File: src/common/xv_bus_pkg.sv
// bus side definitions for the CPU registers, XR space and interrupt sources
package xv_bus_pkg;

typedef logic [7:0]  byte_t;        // cpu bus byte
typedef logic [15:0] word_t;        // register and vram word
typedef logic [3:0]  reg_num_t;     // cpu register number
typedef logic [4:0]  xr_addr_t;     // XR register address
typedef logic [1:0]  intr_t;        // one bit per interrupt source

// CPU register numbers, even byte is the high byte
localparam reg_num_t XM_INT_CTRL = 4'h0;    // even: mask, odd: status / clear
localparam reg_num_t XM_XR_ADDR  = 4'h1;    // XR address for XR_DATA
localparam reg_num_t XM_XR_DATA  = 4'h2;    // odd byte commits XR write
localparam reg_num_t XM_WR_ADDR  = 4'h3;    // vram write address
localparam reg_num_t XM_DATA     = 4'h4;    // odd write commits, read gives buffer
localparam reg_num_t XM_RD_ADDR  = 4'h5;    // odd write starts vram read

// XR space
localparam xr_addr_t XR_PALETTE  = 5'h00;   // 16 palette entries 0x00-0x0F
localparam xr_addr_t XR_VID_INTR = 5'h10;   // data bit 0 raises video interrupt

// interrupt bit positions
localparam int INTR_VIDEO = 0;              // software triggered via XR
localparam int INTR_VSYNC = 1;              // start of vertical sync

endpackage

File: src/common/xv_video_pkg.sv
// video side definitions for timing defaults, vram addressing and colour
package xv_video_pkg;

typedef logic [11:0] addr_t;        // vram word address
typedef logic [3:0]  color_t;       // palette index
typedef logic [11:0] rgb_t;         // 4 bits each of red, green, blue
typedef logic [7:0]  hres_t;        // pixel counter
typedef logic [7:0]  vres_t;        // line counter

localparam int VRAM_WORDS   = 4096;
localparam int PIX_PER_WORD = 4;    // one nibble per pixel

// horizontal timing in pixels, 24 total
localparam int H_VISIBLE = 16;
localparam int H_FRONT   = 2;
localparam int H_SYNC    = 2;
localparam int H_BACK    = 4;

// vertical timing in lines, 12 total
localparam int V_VISIBLE = 8;
localparam int V_FRONT   = 1;
localparam int V_SYNC    = 1;
localparam int V_BACK    = 2;

endpackage

File: src/regs/reg_interface.sv
// CPU register interface turning byte accesses into vram, XR and interrupt control
`default_nettype none
`timescale 1ns/1ps

module reg_interface
    import xv_bus_pkg::*, xv_video_pkg::*;
(
    input  wire logic       clk,
    input  wire logic       reset_i,
    input  wire logic       bus_write_strobe_i,
    input  wire logic       bus_read_strobe_i,
    input  wire reg_num_t   bus_reg_num_i,
    input  wire logic       bus_bytesel_i,      // 1 = odd byte, commits words
    input  wire byte_t      bus_data_i,
    output byte_t           bus_data_o,
    output logic            bus_ack_o,
    input  wire logic       vram_ack_i,         // one cycle, read data valid with it
    input  wire word_t      vram_data_i,
    input  wire intr_t      intr_status_i,
    output logic            vram_sel_o,         // held until ack
    output logic            vram_wr_o,
    output addr_t           vram_addr_o,
    output word_t           vram_data_o,
    output logic            xr_wr_o,
    output xr_addr_t        xr_addr_o,
    output word_t           xr_data_o,
    output logic            video_intr_o,       // software interrupt trigger
    output intr_t           intr_mask_o,
    output intr_t           intr_clear_o
);

typedef enum logic [1:0] {
    IDLE,                   // waiting for a strobe
    VRAM_WAIT,              // select held for arbiter
    ACK                     // bus ack cycle
} state_t;

state_t     state;
byte_t      even_byte;      // latched high byte
word_t      wr_word;
word_t      rd_word;
word_t      rd_buffer;      // result of last RD_ADDR read
addr_t      wr_addr;
logic       wr_odd;

assign wr_word   = {even_byte, bus_data_i};
assign wr_odd    = (state == IDLE) && bus_write_strobe_i && bus_bytesel_i;
assign bus_ack_o = (state == ACK);

// readable registers
always_comb begin
    case (bus_reg_num_i)
        XM_INT_CTRL: rd_word = {byte_t'(intr_mask_o), byte_t'(intr_status_i)};
        XM_XR_ADDR:  rd_word = word_t'(xr_addr_o);
        XM_WR_ADDR:  rd_word = word_t'(wr_addr);
        XM_DATA:     rd_word = rd_buffer;
        default:     rd_word = '0;
    endcase
end

always_ff @(posedge clk) begin
    if (reset_i) begin
        state        <= IDLE;
        vram_sel_o   <= 1'b0;
        xr_wr_o      <= 1'b0;
        video_intr_o <= 1'b0;
        intr_mask_o  <= '0;
        intr_clear_o <= '0;
        xr_addr_o    <= '0;
        wr_addr      <= '0;
    end else begin
        xr_wr_o      <= 1'b0;       // strobes last one cycle
        video_intr_o <= 1'b0;
        intr_clear_o <= '0;
        case (state)
            IDLE: begin
                if (bus_write_strobe_i || bus_read_strobe_i) begin
                    state <= ACK;   // register access, ack next cycle
                end
                if (bus_write_strobe_i && !bus_bytesel_i && bus_reg_num_i == XM_INT_CTRL) begin
                    intr_mask_o <= intr_t'(bus_data_i);
                end
                if (wr_odd) begin
                    case (bus_reg_num_i)
                        XM_INT_CTRL: intr_clear_o <= intr_t'(bus_data_i); // 1 clears
                        XM_XR_ADDR:  xr_addr_o <= xr_addr_t'(wr_word);
                        XM_XR_DATA: begin
                            xr_wr_o      <= 1'b1;
                            video_intr_o <= (xr_addr_o == XR_VID_INTR) && bus_data_i[0];
                        end
                        XM_WR_ADDR:  wr_addr <= addr_t'(wr_word);
                        XM_DATA: begin
                            vram_sel_o <= 1'b1;
                            wr_addr    <= wr_addr + 1'b1;   // auto increment
                            state      <= VRAM_WAIT;
                        end
                        XM_RD_ADDR: begin
                            vram_sel_o <= 1'b1;
                            state      <= VRAM_WAIT;
                        end
                        default: ;
                    endcase
                end
            end
            VRAM_WAIT: begin
                if (vram_ack_i) begin
                    vram_sel_o <= 1'b0;
                    state      <= ACK;  // bus ack one cycle after arbiter
                end
            end
            default: state <= IDLE;
        endcase
    end
end

// data path, loaded as the access starts
always_ff @(posedge clk) begin
    if (state == IDLE && bus_write_strobe_i) begin
        if (!bus_bytesel_i) begin
            even_byte <= bus_data_i;
        end
        if (wr_odd && bus_reg_num_i == XM_XR_DATA) begin
            xr_data_o <= wr_word;
        end
        if (wr_odd && bus_reg_num_i == XM_DATA) begin
            vram_addr_o <= wr_addr;     // pre-increment address
            vram_data_o <= wr_word;
            vram_wr_o   <= 1'b1;
        end
        if (wr_odd && bus_reg_num_i == XM_RD_ADDR) begin
            vram_addr_o <= addr_t'(wr_word);
            vram_wr_o   <= 1'b0;
        end
    end
    if (state == IDLE && bus_read_strobe_i) begin
        bus_data_o <= bus_bytesel_i ? rd_word[7:0] : rd_word[15:8];
    end
    if (state == VRAM_WAIT && vram_ack_i && !vram_wr_o) begin
        rd_buffer <= vram_data_i;
    end
end

endmodule
`default_nettype wire

File: config.mk
export PLATFORM = sky130hd
export DESIGN_NAME = reg_interface
export DESIGN_NICKNAME = d
export VERILOG_FILES = /design/src/common/xv_bus_pkg.sv /design/src/common/xv_video_pkg.sv /design/src/regs/reg_interface.sv
export SDC_FILE = /design/constraint.sdc
export NUM_CORES = 1
export LEC_CHECK = 0
export BUFFER_PORTS_ARGS = -buffer_cell sky130_fd_sc_hd__buf_4
export CAP_MARGIN = 20
export CORE_UTILIZATION = 57
export DETAILED_ROUTE_END_ITERATION = 8
export HOLD_SLACK_MARGIN = 0.05
export PLACE_DENSITY_LB_ADDON = 0.05
export SETUP_SLACK_MARGIN = 0.5
export SLEW_MARGIN = 20
export SYNTH_ARGS = -nofsm -noshare
export SYNTH_HDL_FRONTEND = slang
export SYNTH_SLANG_ARGS = --single-unit
File: constraint.sdc
create_clock -name clk -period 4.9 [get_ports clk]
set_input_delay 0.245 -clock clk [delete_from_list [all_inputs] [get_ports clk]]
set_output_delay 0.245 -clock clk [all_outputs]
set_load 0.02 [all_outputs]
Yosys cells after proc, flatten, opt, wreduce, memory -nomap -nowiden:

Cells that the tools add are included.

* output and inout port bits: 66
* word-level logic and storage cells: 79
* register bits after elaboration: 103

* bitwise operators: 5
* $add $sub $neg: 1
* reductions and logical operators: 31
* eq/ne operators: 11
* muxes and demuxes: 16

Operators by type and width (number)
* $pmux W16 S4: 1
* $mux W12: 2
* $pmux W12 S2: 1
* $add A12 B1 Y12 const B: 1
* $logic_and A1 B1 Y1: 11
* $reduce_and A2 Y1: 5
* $eq A4 B2 Y1 const B: 2
* $eq A4 B3 Y1 const B: 2
* $mux W2: 4
* $mux W8: 1
* $reduce_or A4 Y1: 2
* $ne A2 B2 Y1 const B: 3
* $reduce_and A3 Y1: 2
* $reduce_bool A2 Y1: 3
* $eq A5 B5 Y1 const B: 1
* $mux W1: 5
* $not A1 Y1: 5
* $eq A4 B1 Y1 const B: 1
* $logic_not A4 Y1: 1
* $pmux W2 S2: 1
* $reduce_and A4 Y1: 1
* $reduce_or A3 Y1: 1
* $eq A2 B1 Y1 const B: 1
* $eq A2 B2 Y1 const B: 1
* 5 further kinds: 6

Longest topological paths before layout:

Gate-level depths: netlist of run 1.

* depth in word-level cells: 6
* gate-level depth with buffers: 6
* depth with buffers taken out: 5

Worst setup path before layout of run 1:

OpenSTA, ideal clock, no wires.

* kind: flip-flop to flip-flop
* start point: register state[0]
* end point: register vram_data_o[0] (enable)
* slack: 2.679 ns
* arrival time: 1.833 ns
* setup time: 0.388 ns
* stages on the path, launching flop included: 5
* required time: 4.512 ns
* clock period less this slack: 2.221 ns
* cells stage by stage: dfxtp_1 -> buf_2 -> nand4bb_4 -> or3_1 -> nor2_1

* word-level cells in the longest chain between the ends: 5

RTL lines
* from (decl): RTL line reg_interface.sv:38 `state_t state;`
* from (signal assigned): RTL line reg_interface.sv:63 `state <= IDLE;`
* from (signal assigned): RTL line reg_interface.sv:78 `state <= ACK;`
* from (signal assigned): RTL line reg_interface.sv:95 `state <= VRAM_WAIT;`
* $logic_not A2 Y1 (*): RTL line reg_interface.sv:47, reg_interface.sv:118
* $logic_and A1 B1 Y1 (*): RTL line reg_interface.sv:47, reg_interface.sv:118
* $logic_and A1 B1 Y1: RTL line reg_interface.sv:47 `assign wr_odd = (state == IDLE) && bus_write_strobe_i && bus_bytesel_i;`
* $logic_and A1 B1 Y1: RTL line reg_interface.sv:125 `if (wr_odd && bus_reg_num_i == XM_DATA) begin`
* $reduce_and A2 Y1 (no line) (*)
* to (signal assigned): RTL line reg_interface.sv:127 `vram_data_o <= wr_word;`
* to (decl): RTL line reg_interface.sv:23 `output word_t vram_data_o,`

Mark *: on every way between the ends. The rest lies on a longest branch, timed or not.
A chain may end at the register's enable or synchronous reset.

Worst setup path after layout of run 1:

* start point: register state[0]
* end point: register vram_data_o[7] (enable)

The elaborated chain is that of the path after synthesis.

==> results of run 1 <==
[cell usage in the layout, fill, tap and decap left out, types with 3 or more instances in the layout]
master,instances
a21oi_1,16
mux2i_1,5
mux2_1,3
buf_4,104
a22oi_1,7
nand2b_1,4
mux2_2,6
a221oi_1,8
inv_1,7
dlygate4sd3_1,16
o21ai_0,9
nor3_1,10
edfxtp_1,77
clkbuf_8,11
nor2_1,18
nand2_1,22
and2_1,5
inv_6,3
o21ai_1,10
nand3_1,9
a31oi_1,4
and3_1,7
dfxtp_1,26
[repair_timing]
action	in CTS	in global routing
hold buffers	14	2
hold endpoints to repair	14	2
resized for setup	0	0
[logic make-up (layout without fill, tap and decap cells)]
logic type | Yosys count | count (layout)
compound gates | 71 | 71
xor+xnor | 1 | 1
fa+ha+maj | 1 | 1
buf+inv | 29 | 144
flops | 103 | 103
mux | 14 | 14
simple gates | 104 | 104
[final timing paths]
check / start / end / slack (ns) / cells after the start
worst max-delay path: state[0] / vram_data_o[7] / 2.44 / 3
worst min-delay path: bus_data_i[6] / xr_data_o[6] / 0.08 / 1
worst max register to register: state[0] / vram_data_o[7] / 2.44 / 3
worst min register to register: even_byte[6] / vram_data_o[14] / 0.46 / 0
[power groups by stage]
stage | Clock, mW | Combinational [mW] | Sequential [mW]
after floorplan | 0 | 0.0509 | 0.982
after global placement | 0 | 0.107 | 0.976
after detailed placement | 0 | 0.110 | 0.976
after CTS | 0.528 | 0.119 | 0.957
after global routing | 0.555 | 0.130 | 0.958
final | 0.521 | 0.121 | 0.957
[flip-flops by register name (all words and copies together) (netlist names), 5 cells and up]
register / cells
xr_addr_o: 5
vram_data_o: 16
even_byte: 8
wr_addr: 12
vram_addr_o: 12
rd_buffer: 16
bus_data_o: 8
xr_data_o: 16
[routing by layer]
layer  up-vias  GRT usage, %  wire length (um)
li1       1452             -                 -
met1      1433          35.5              4020
met2       155          40.3              4750
met3        18          4.29               716
met4         0          11.4               163
met5         -             0                 0
[cell type report]
class / instances / area, um^2 / area share (%)
Tap cell: 99 / 124 / 2.28
Clock buffer: 11 / 151 / 2.79
Timing Repair Buffer: 120 / 941 / 17.3
Sequential cell: 103 / 2830 / 52.2
Clock inverter: 5 / 46.3 / 0.852
Inverter: 8 / 30.0 / 0.553
Multi-Input combinational cell: 191 / 1310 / 24.0
[worst register-to-register path: stages (launching register included)]
cell	delay (ns)
dfxtp_1	0.40
nand4bb_4	0.42
or3_1	0.51
nor2_2	0.75
[metrics by stage]
stage	util, %	setup slack [ns]	hold slack [ns]	std cells
final	74.9	2.44	0.0847	537
after global routing	74.9	2.35	0.0741	537
after CTS	74.6	2.44	0.0519	535
after detailed placement	70.0	2.47	0.424	505
after global placement	70.0	2.60	0.423	505
after floorplan	-	2.68	0.344	323
==> impl_metrics.json, run 1 <==
{
  "run_status": "complete, no violations",
  "synth.top_cell.area_share_pct": 54.1,
  "pwr-share-comb_pct": 7.6,
  "hold_path_class": "primary input to flip-flop",
  "wl_per_cell_um": 18.0,
  "antenna_cells": 0,
  "crit_type": "flip-flop to flip-flop",
  "yosysTopAreaCell": "edfxtp_1",
  "clock_latency_ns": 0.36,
  "routed_wl_um": 9650,
  "internal-power_mw": 1.23,
  "hold_viol": 0,
  "drc": 0,
  "worstPathMaxFanout": 16,
  "die_w_um": 88.6,
  "finalCritPeriodShare_pct": 50.3,
  "post_dp_cell_area_um2": 5070,
  "die_h_um": 88.6,
  "tns_ns": 0,
  "grt_overflow": 0,
  "grt_max_degree": 27,
  "dieArea_um2": 7850,
  "cp_top_family": "simple AND/OR/NAND/NOR gates",
  "crit_required_ns": 4.88,
  "synth-edff-count": 77,
  "clock-sinks": 103,
  "tightestPinTransition_ns": 0.986,
  "slew_headroom_pct": 34.2,
  "synth.area.mux_share_pct": 3.54,
  "nFillCells": 485,
  "p_sw_share_pct": 23.3,
  "cap_violations": 0,
  "cp_slowest_cell": "nor2_2",
  "ios": 102,
  "ys.flop_type": "edfxtp_1",
  "final_area_um2": 5430,
  "cts.clk_slew.worst_paths_ns": 0.10,
  "synth_top_family_by_area": "simple AND/OR/NAND/NOR gates",
  "synth_compound_area_share_pct": 11.0,
  "ir_drop_mv": 0.195,
  "worstPathArrival_ns": 2.45,
  "cts_tree": "built",
  "vias": 3058,
  "place_congestion": 0.881,
  "seqPwrFrac_pct": 59.8,
  "clock.fmax_mhz": 406,
  "slowest_delay_ns": 0.75,
  "root_buffer": "clkbuf_8",
  "syn_avg_cell_area_um2": 13.2,
  "yosys_warnings": 0,
  "final_max_slew_viol_count": 0,
  "cp_cell_sequence": "nand4bb_4, or3_1, nor2_2",
  "rsz0062_at_grt": "no",
  "track_usage_pct": 25.7,
  "grt_pass1_wl_um": 14400,
  "yosys.area_share.simple_pct": 15.3,
  "grt_pass1_vias": 2750,
  "ys_types": 56,
  "syn2layout_area_growth_pct": 27.1,
  "layout.nets": 470,
  "syn_inst": 323,
  "total_power_mw": 1.60,
  "synthTopCellsByCount": "77 x edfxtp_1, 26 x dfxtp_1, 22 x nand2_1, 20 x nor2_1, 16 x a21oi_1",
  "synth_area_leaders": "edfxtp_1 54%, dfxtp_1 12%, nand2_1 1.9%",
  "drtIter0Drc": 216,
  "p_sw_mw": 0.373,
  "cts_made_buffers": 9,
  "drive_gt1_share_pct": 32.4,
  "worst-path-buf-inv": 0,
  "yosysMostFrequentCell": "edfxtp_1",
  "powerDensity_nw_per_um2": 294,
  "finalClockSkew_ns": 0.0113,
  "async_reset_ff_share_pct": 0,
  "yosys_register_bits": 103,
  "clock_path_buffers": 2,
  "p_leak_nw": 2.01,
  "cts_setup_buffers": 0,
  "synth_xor_area_share_pct": 0.205,
  "rows": 31,
  "antenna_found_initial": 0,
  "cp-start-kind": "flip-flop",
  "dp_hpwl_um": 6450,
  "first_pass_iters": 4,
  "clkPwrFrac_pct": 32.6,
  "vias_per_cell": 5.69,
  "port_buffers": 101,
  "setup_viol": 0,
  "htree_levels": 3,
  "yosysSeqAreaShare_pct": 66.3,
  "initial_core_util_pct": 58.9,
  "synth_fp_nets": 360,
  "coreArea_um2": 7250,
  "crit_path_end_kind": "flip-flop",
  "synth_fa_ha_area_share_pct": 0.293,
  "fin_crit_ns": 2.46,
  "syn_area_um2": 4270,
  "ant_nets": 0
}
(Power assumes the default switching activity.)
==> run 2, diff against run 1 <==
Settings changed: CORE_UTILIZATION 57 to 48.
Clock period 4.9 ns to 2.1 ns, I/O delays scaled along.
==> run 2 against run 1 <==
Effect of this change:
- sequential share of layout area shrank 3.4 points
- count of clock-buffer cells in the layout shrank 2
- fmax grew 47%
- global-route usage shrank 2.9 points
- largest power group unchanged
- largest cell class unchanged
- core utilization shrank 7.7 points
- die area grew 18%
==> impl_metrics.json, run 2 (synthesized netlist as in run 1, its figures left out) <==
{
  "drc": 0,
  "first_pass_iters": 4,
  "dp_slack_ns": 0.328,
  "vias_per_cell": 5.52,
  "internal-power_mw": 2.81,
  "worstPathArrival_ns": 1.80,
  "cap_violations": 0,
  "final_max_slew_viol_count": 0,
  "die_w_um": 96.4,
  "worstPathMaxFanout": 9,
  "crit_path_end_kind": "flip-flop",
  "hold_path_class": "primary input to flip-flop",
  "slowest_delay_ns": 0.36,
  "holdPathEnd": "xr_addr_o[2]",
  "slew_headroom_pct": 66.5,
  "ios": 102,
  "p_sw_share_pct": 23.9,
  "port_buffers": 101,
  "htree_levels": 3,
  "grt_pass1_vias": 2971,
  "vias": 3172,
  "p_leak_nw": 2.18,
  "worstHoldPathCells": 2,
  "wl_per_cell_um": 17.9,
  "tightestPinTransition_ns": 0.501,
  "r2r-end": "vram_addr_o[2]",
  "clock_latency_ns": 0.36,
  "crit_required_ns": 2.23,
  "grt_max_degree": 26,
  "p_sw_mw": 0.884,
  "final_common_cell": "buf_4",
  "run_status": "complete, no violations",
  "dp_hpwl_um": 6920,
  "drtIter0Drc": 201,
  "rsz0062_at_grt": "yes",
  "root_buffer": "clkbuf_8",
  "antenna_found_initial": 0,
  "nFillCells": 673,
  "r2r_cells": 5,
  "top_regs": "rd_buffer (16), vram_data_o (16), xr_data_o (16)",
  "layout.nets": 499,
  "ant_nets": 0,
  "pwr-share-comb_pct": 8.8,
  "setup_viol": 0,
  "cp-startpoint": "state[0]",
  "clock_path_buffers": 2,
  "worst-path-buf-inv": 2,
  "place_congestion": 0.848,
  "cp_slowest_cell": "dfxtp_4",
  "cp_top_family": "buffers and inverters",
  "powerDensity_nw_per_um2": 634,
  "crit_type": "flip-flop to flip-flop",
  "track_usage_pct": 22.8,
  "clkPwrFrac_pct": 30.9,
  "rows": 34,
  "reg2reg_from": "state[0]",
  "dieArea_um2": 9290,
  "cp-start-kind": "flip-flop",
  "r2r_slack_ns": 0.43,
  "cts_tree": "built",
  "hold_slack_ns": 0.0920,
  "cp_cell_sequence": "nand4bb_4, buf_4, nor4_4, buf_6, mux2_1",
  "finalCritPeriodShare_pct": 79.6,
  "grt_pass1_wl_um": 15300,
  "finalClockSkew_ns": 0.0133,
  "grt_overflow": 0,
  "clock.fmax_mhz": 598,
  "cts.clk_slew.worst_paths_ns": 0.10,
  "seqPwrFrac_pct": 60.3,
  "min_from": "reset_i",
  "ir_drop_mv": 0.287,
  "die_h_um": 96.4,
  "antenna_cells": 0,
  "initial_core_util_pct": 49.3,
  "cts_made_buffers": 9,
  "fin_crit_ns": 1.67,
  "routed_wl_um": 10300,
  "layout_common_cells": "118 x buf_4, 77 x edfxtp_1, 25 x dlygate4sd3_1, 23 x dfxtp_1, 22 x nand2_1",
  "coreArea_um2": 8680,
  "syn2layout_area_growth_pct": 36.4,
  "tns_ns": 0,
  "drive_gt1_share_pct": 37.3,
  "hold_viol": 0,
  "setup_ws_ns": 0.427,
  "clock-sinks": 103
}
-- run 2: cell types whose count changed in the layout (fill, tap and decap cells not counted), moves of 3 or more --
cell	before	now
o21ai_0	9	4
dfxtp_1	26	23
buf_12	0	3
dlygate4sd3_1	16	25
nor2_1	18	15
o21ai_1	10	15
mux2_4	0	4
mux2_2	6	2
buf_4	104	118
-- run 2: worst max-delay path by stage --
stage / to / cells past startpoint
finish: vram_addr_o[2] / 5
global route: vram_addr_o[6] / 5
CTS: vram_addr_o[6] / 5
detailed placement: vram_data_o[9] / 4
global placement: vram_data_o[8] / 4
floorplan: vram_data_o[0] / 4
-- run 2: final cells by class --
| type | instances | area [um^2] | area share [%] |
|---|---|---|---|
| multi-input combinational | 191 | 1390 | 23.8 |
| clock inverter | 7 | 55.1 | 0.944 |
| clock buffer | 9 | 124 | 2.12 |
| tap | 108 | 135 | 2.32 |
| inverter | 8 | 42.5 | 0.730 |
| sequential | 103 | 2840 | 48.7 |
| timing repair buffer | 149 | 1250 | 21.4 |
-- run 2: stage by stage --
step	util [%]	cells	power, mW	area, um^2
floorplan	-	323	2.42	4330
global placement	59.6	521	2.54	5170
detailed placement	59.6	521	2.54	5170
CTS	66.2	572	3.71	5750
global route	67.2	575	3.82	5830
finish	67.2	575	3.70	5830
-- run 2: power by group through the flow --
| stage | clock, mW | combinational (mW) | sequential, mW |
|---|---|---|---|
| floorplan | 0 | 0.124 | 2.29 |
| global placement | 0 | 0.259 | 2.28 |
| CTS | 1.16 | 0.317 | 2.23 |
| finish | 1.14 | 0.326 | 2.23 |
| global route | 1.23 | 0.351 | 2.23 |
| detailed placement | 0 | 0.265 | 2.28 |
-- run 2: per-layer routing --
| metal | global-route usage [%] | share of wire [%] | wire length [um] |
|---|---|---|---|
| met1 | 31.4 | 44 | 4510 |
| met3 | 3.79 | 5.6 | 580 |
| met2 | 35.9 | 48 | 4980 |
| met4 | 9.80 | 2.0 | 205 |
| met5 | 0 | 0 | 0 |
-- run 2: worst register-to-register path, delay by kind of cell (launching register included) --
family | cells | cell delay, ns
DFF | 1 | 0.36
muxes | 1 | 0.34
and+or+nand+nor | 2 | 0.37
buffers and inverters | 2 | 0.38
-- run 2: what timing repair did --
| action | in CTS | in global routing |
|---|---|---|
| pin swaps | 4 | 3 |
| endpoints found under the hold margin | 44 | 0 |
| cloned | 1 | 0 |
| setup buffers | 9 | 3 |
| gates resized for setup | 14 | 11 |
| endpoints found under the setup margin | 64 | 76 |
| hold buffers | 25 | 0 |
==> run 3, diff against run 2 <==
Clock period 2.1 ns to 1.3 ns, I/O delays scaled along.
==> run 3 against run 2 <==
Effect of this change:
- critical path depth is 1 lower
- core utilization is 14 points higher
- sequential cell count stayed put
- sequential share of layout area is 7.8 points lower
- largest power group unchanged
- cell count is 11% higher
- die area stayed put
- the flow now finishes with violations (setup timing)
- design area is 21% higher
- highest routed layer unchanged
- clock skew is 0.00099 ns lower
==> impl_metrics.json, run 3 (synthesized netlist as in run 1, its figures left out) <==
{
  "run_status": "finished, violations left",
  "failed_checks": "setup timing",
  "rows": 34,
  "antenna_found_initial": 0,
  "vias": 3491,
  "fin_crit_ns": 1.58,
  "clock-sinks": 103,
  "crit_required_ns": 1.38,
  "nFillCells": 509,
  "clock.fmax_mhz": 634,
  "syn2layout_area_growth_pct": 64.4,
  "die_h_um": 96.4,
  "worstPathMaxFanout": 16,
  "setup_viol": 96,
  "initial_core_util_pct": 49.3,
  "rsz0062_at_grt": "yes",
  "post_dp_cell_area_um2": 5800,
  "ant_nets": 0,
  "ir_drop_mv": 0.575,
  "first_pass_iters": 4,
  "clock_latency_ns": 0.37,
  "final_common_cell": "buf_4",
  "finalClockSkew_ns": 0.0123,
  "routed_wl_um": 12200,
  "globalRouteMet2Util_pct": 45.0,
  "grt_overflow": 0,
  "htree_levels": 3,
  "layout.nets": 562,
  "grt_pass1_vias": 3276,
  "drive_gt1_share_pct": 55.4,
  "place_congestion": 0.914,
  "final_area_um2": 7030,
  "clock_path_buffers": 2,
  "dp_hpwl_um": 7940,
  "final_max_slew_viol_count": 0,
  "slowest_delay_ns": 0.39,
  "worstPathArrival_ns": 1.65,
  "cts_made_buffers": 9,
  "use_met1_pct": 35.0,
  "coreArea_um2": 8680,
  "cp_slowest_cell": "or3_4",
  "cts_tree": "built",
  "tightestPinTransition_ns": 0.408,
  "top_regs": "rd_buffer (16), vram_data_o (16), xr_data_o (16)",
  "worst-path-buf-inv": 1,
  "setup_ws_ns": -0.278,
  "drc": 0,
  "cp_top_family": "simple AND/OR/NAND/NOR gates",
  "slew_headroom_pct": 72.8,
  "p_leak_nw": 2.69,
  "crit_type": "flip-flop to flip-flop",
  "hold_slack_ns": 0.0646,
  "port_buffers": 101,
  "vias_per_cell": 5.48,
  "wl_per_cell_um": 19.2,
  "grt_pass1_wl_um": 17600,
  "cp_cell_sequence": "nand4bb_4, or3_4, nor2_4, buf_12",
  "antenna_cells": 0,
  "cap_violations": 0,
  "hold_path_class": "primary input to flip-flop",
  "grt_busiest_layer": "met2",
  "layout_common_cells": "89 x buf_4, 83 x buf_6, 77 x edfxtp_1, 26 x dlygate4sd3_1, 19 x nand2_1",
  "crit_path_end_kind": "flip-flop",
  "track_usage_pct": 26.6,
  "ios": 102,
  "tns_ns": -14.92,
  "grt_use_met3_pct": 4.66,
  "powerDensity_nw_per_um2": 910,
  "die_w_um": 96.4,
  "cts.clk_slew.worst_paths_ns": 0.11,
  "grt_max_degree": 26,
  "root_buffer": "clkbuf_8",
  "hold_viol": 0,
  "drtIter0Drc": 179,
  "cp-start-kind": "flip-flop",
  "instances_no_fill": 637,
  "placed_cells": 580,
  "finalCritPeriodShare_pct": 121,
  "dieArea_um2": 9290
}
run 3: cell types whose count changed in the layout (fill, tap and decap cells not counted), moves of 7 or more:
cell,delta
buf_4,-29
dfxtp_1,-17
dfxtp_4,+7
buf_6,+81
dfxtp_2,+10
o21ai_2,+7
run 3: layout make-up:
| cell class | count | area [um^2] | share of cell area, % |
|---|---|---|---|
| clock buffers | 9 | 124 | 1.76 |
| clock inverters | 6 | 76.3 | 1.09 |
| inverters | 8 | 30.0 | 0.427 |
| multi-input cells | 192 | 1660 | 23.7 |
| flip-flops and latches | 103 | 2880 | 41.0 |
| well taps | 108 | 135 | 1.92 |
| repair buffers | 211 | 2120 | 30.1 |
run 3: path summary, 6_finish.rpt:
path | startpoint | end | slack [ns] | cells past startpoint
worst max-delay path | state[1] | vram_data_o[15] | -0.28 | 4
worst min-delay path | bus_data_i[0] | vram_addr_o[0] | 0.06 | 3
worst max register to register | state[1] | vram_data_o[15] | -0.28 | 4
worst min register to register | even_byte[5] | vram_data_o[13] | 0.46 | 0
run 3: worst reg2reg max path: stages, from the launching register on:
cell and delay (ns):
dfxtp_2 0.34, nand4bb_4 0.25, or3_4 0.39, nor2_4 0.14, buf_12 0.16
run 3: what timing repair did:
action | CTS | global route
pin swaps | 14 | 15
hold endpoints to repair | 58 | 0
resized for setup | 136 | 28
hold buffers | 27 | 0
cloned | 2 | 1
endpoints found under the setup margin | 190 | 193
buffers inserted | 7 | 5
run 3: power breakdown:
| part | switching, mW | internal, mW | total, mW |
|---|---|---|---|
| combinational | 0.341 | 0.385 | 0.726 |
| clock | 1.17 | 0.915 | 2.08 |
| sequential | 0.0326 | 3.56 | 3.59 |
| total | 1.54 | 4.86 | 6.40 |
run 3: per-layer routing:
layer  vias up  part of all wire (%)
met1      1714                    42
li1       1640                     -
met4         0                   1.9
met5         -                     0
met2       123                    52
met3        14                   4.4
run 3: through the flow:
| step | util, % | power [mW] | worst slack [ns] |
|---|---|---|---|
| final | 81.0 | 6.40 | -0.278 |
| after global routing | 81.0 | 6.57 | -0.320 |
| after CTS | 79.1 | 6.37 | -0.266 |
| after detailed placement | 66.8 | 4.21 | -0.266 |
| after global placement | 66.8 | 4.20 | -0.247 |
| after floorplan | - | 3.93 | -0.376 |
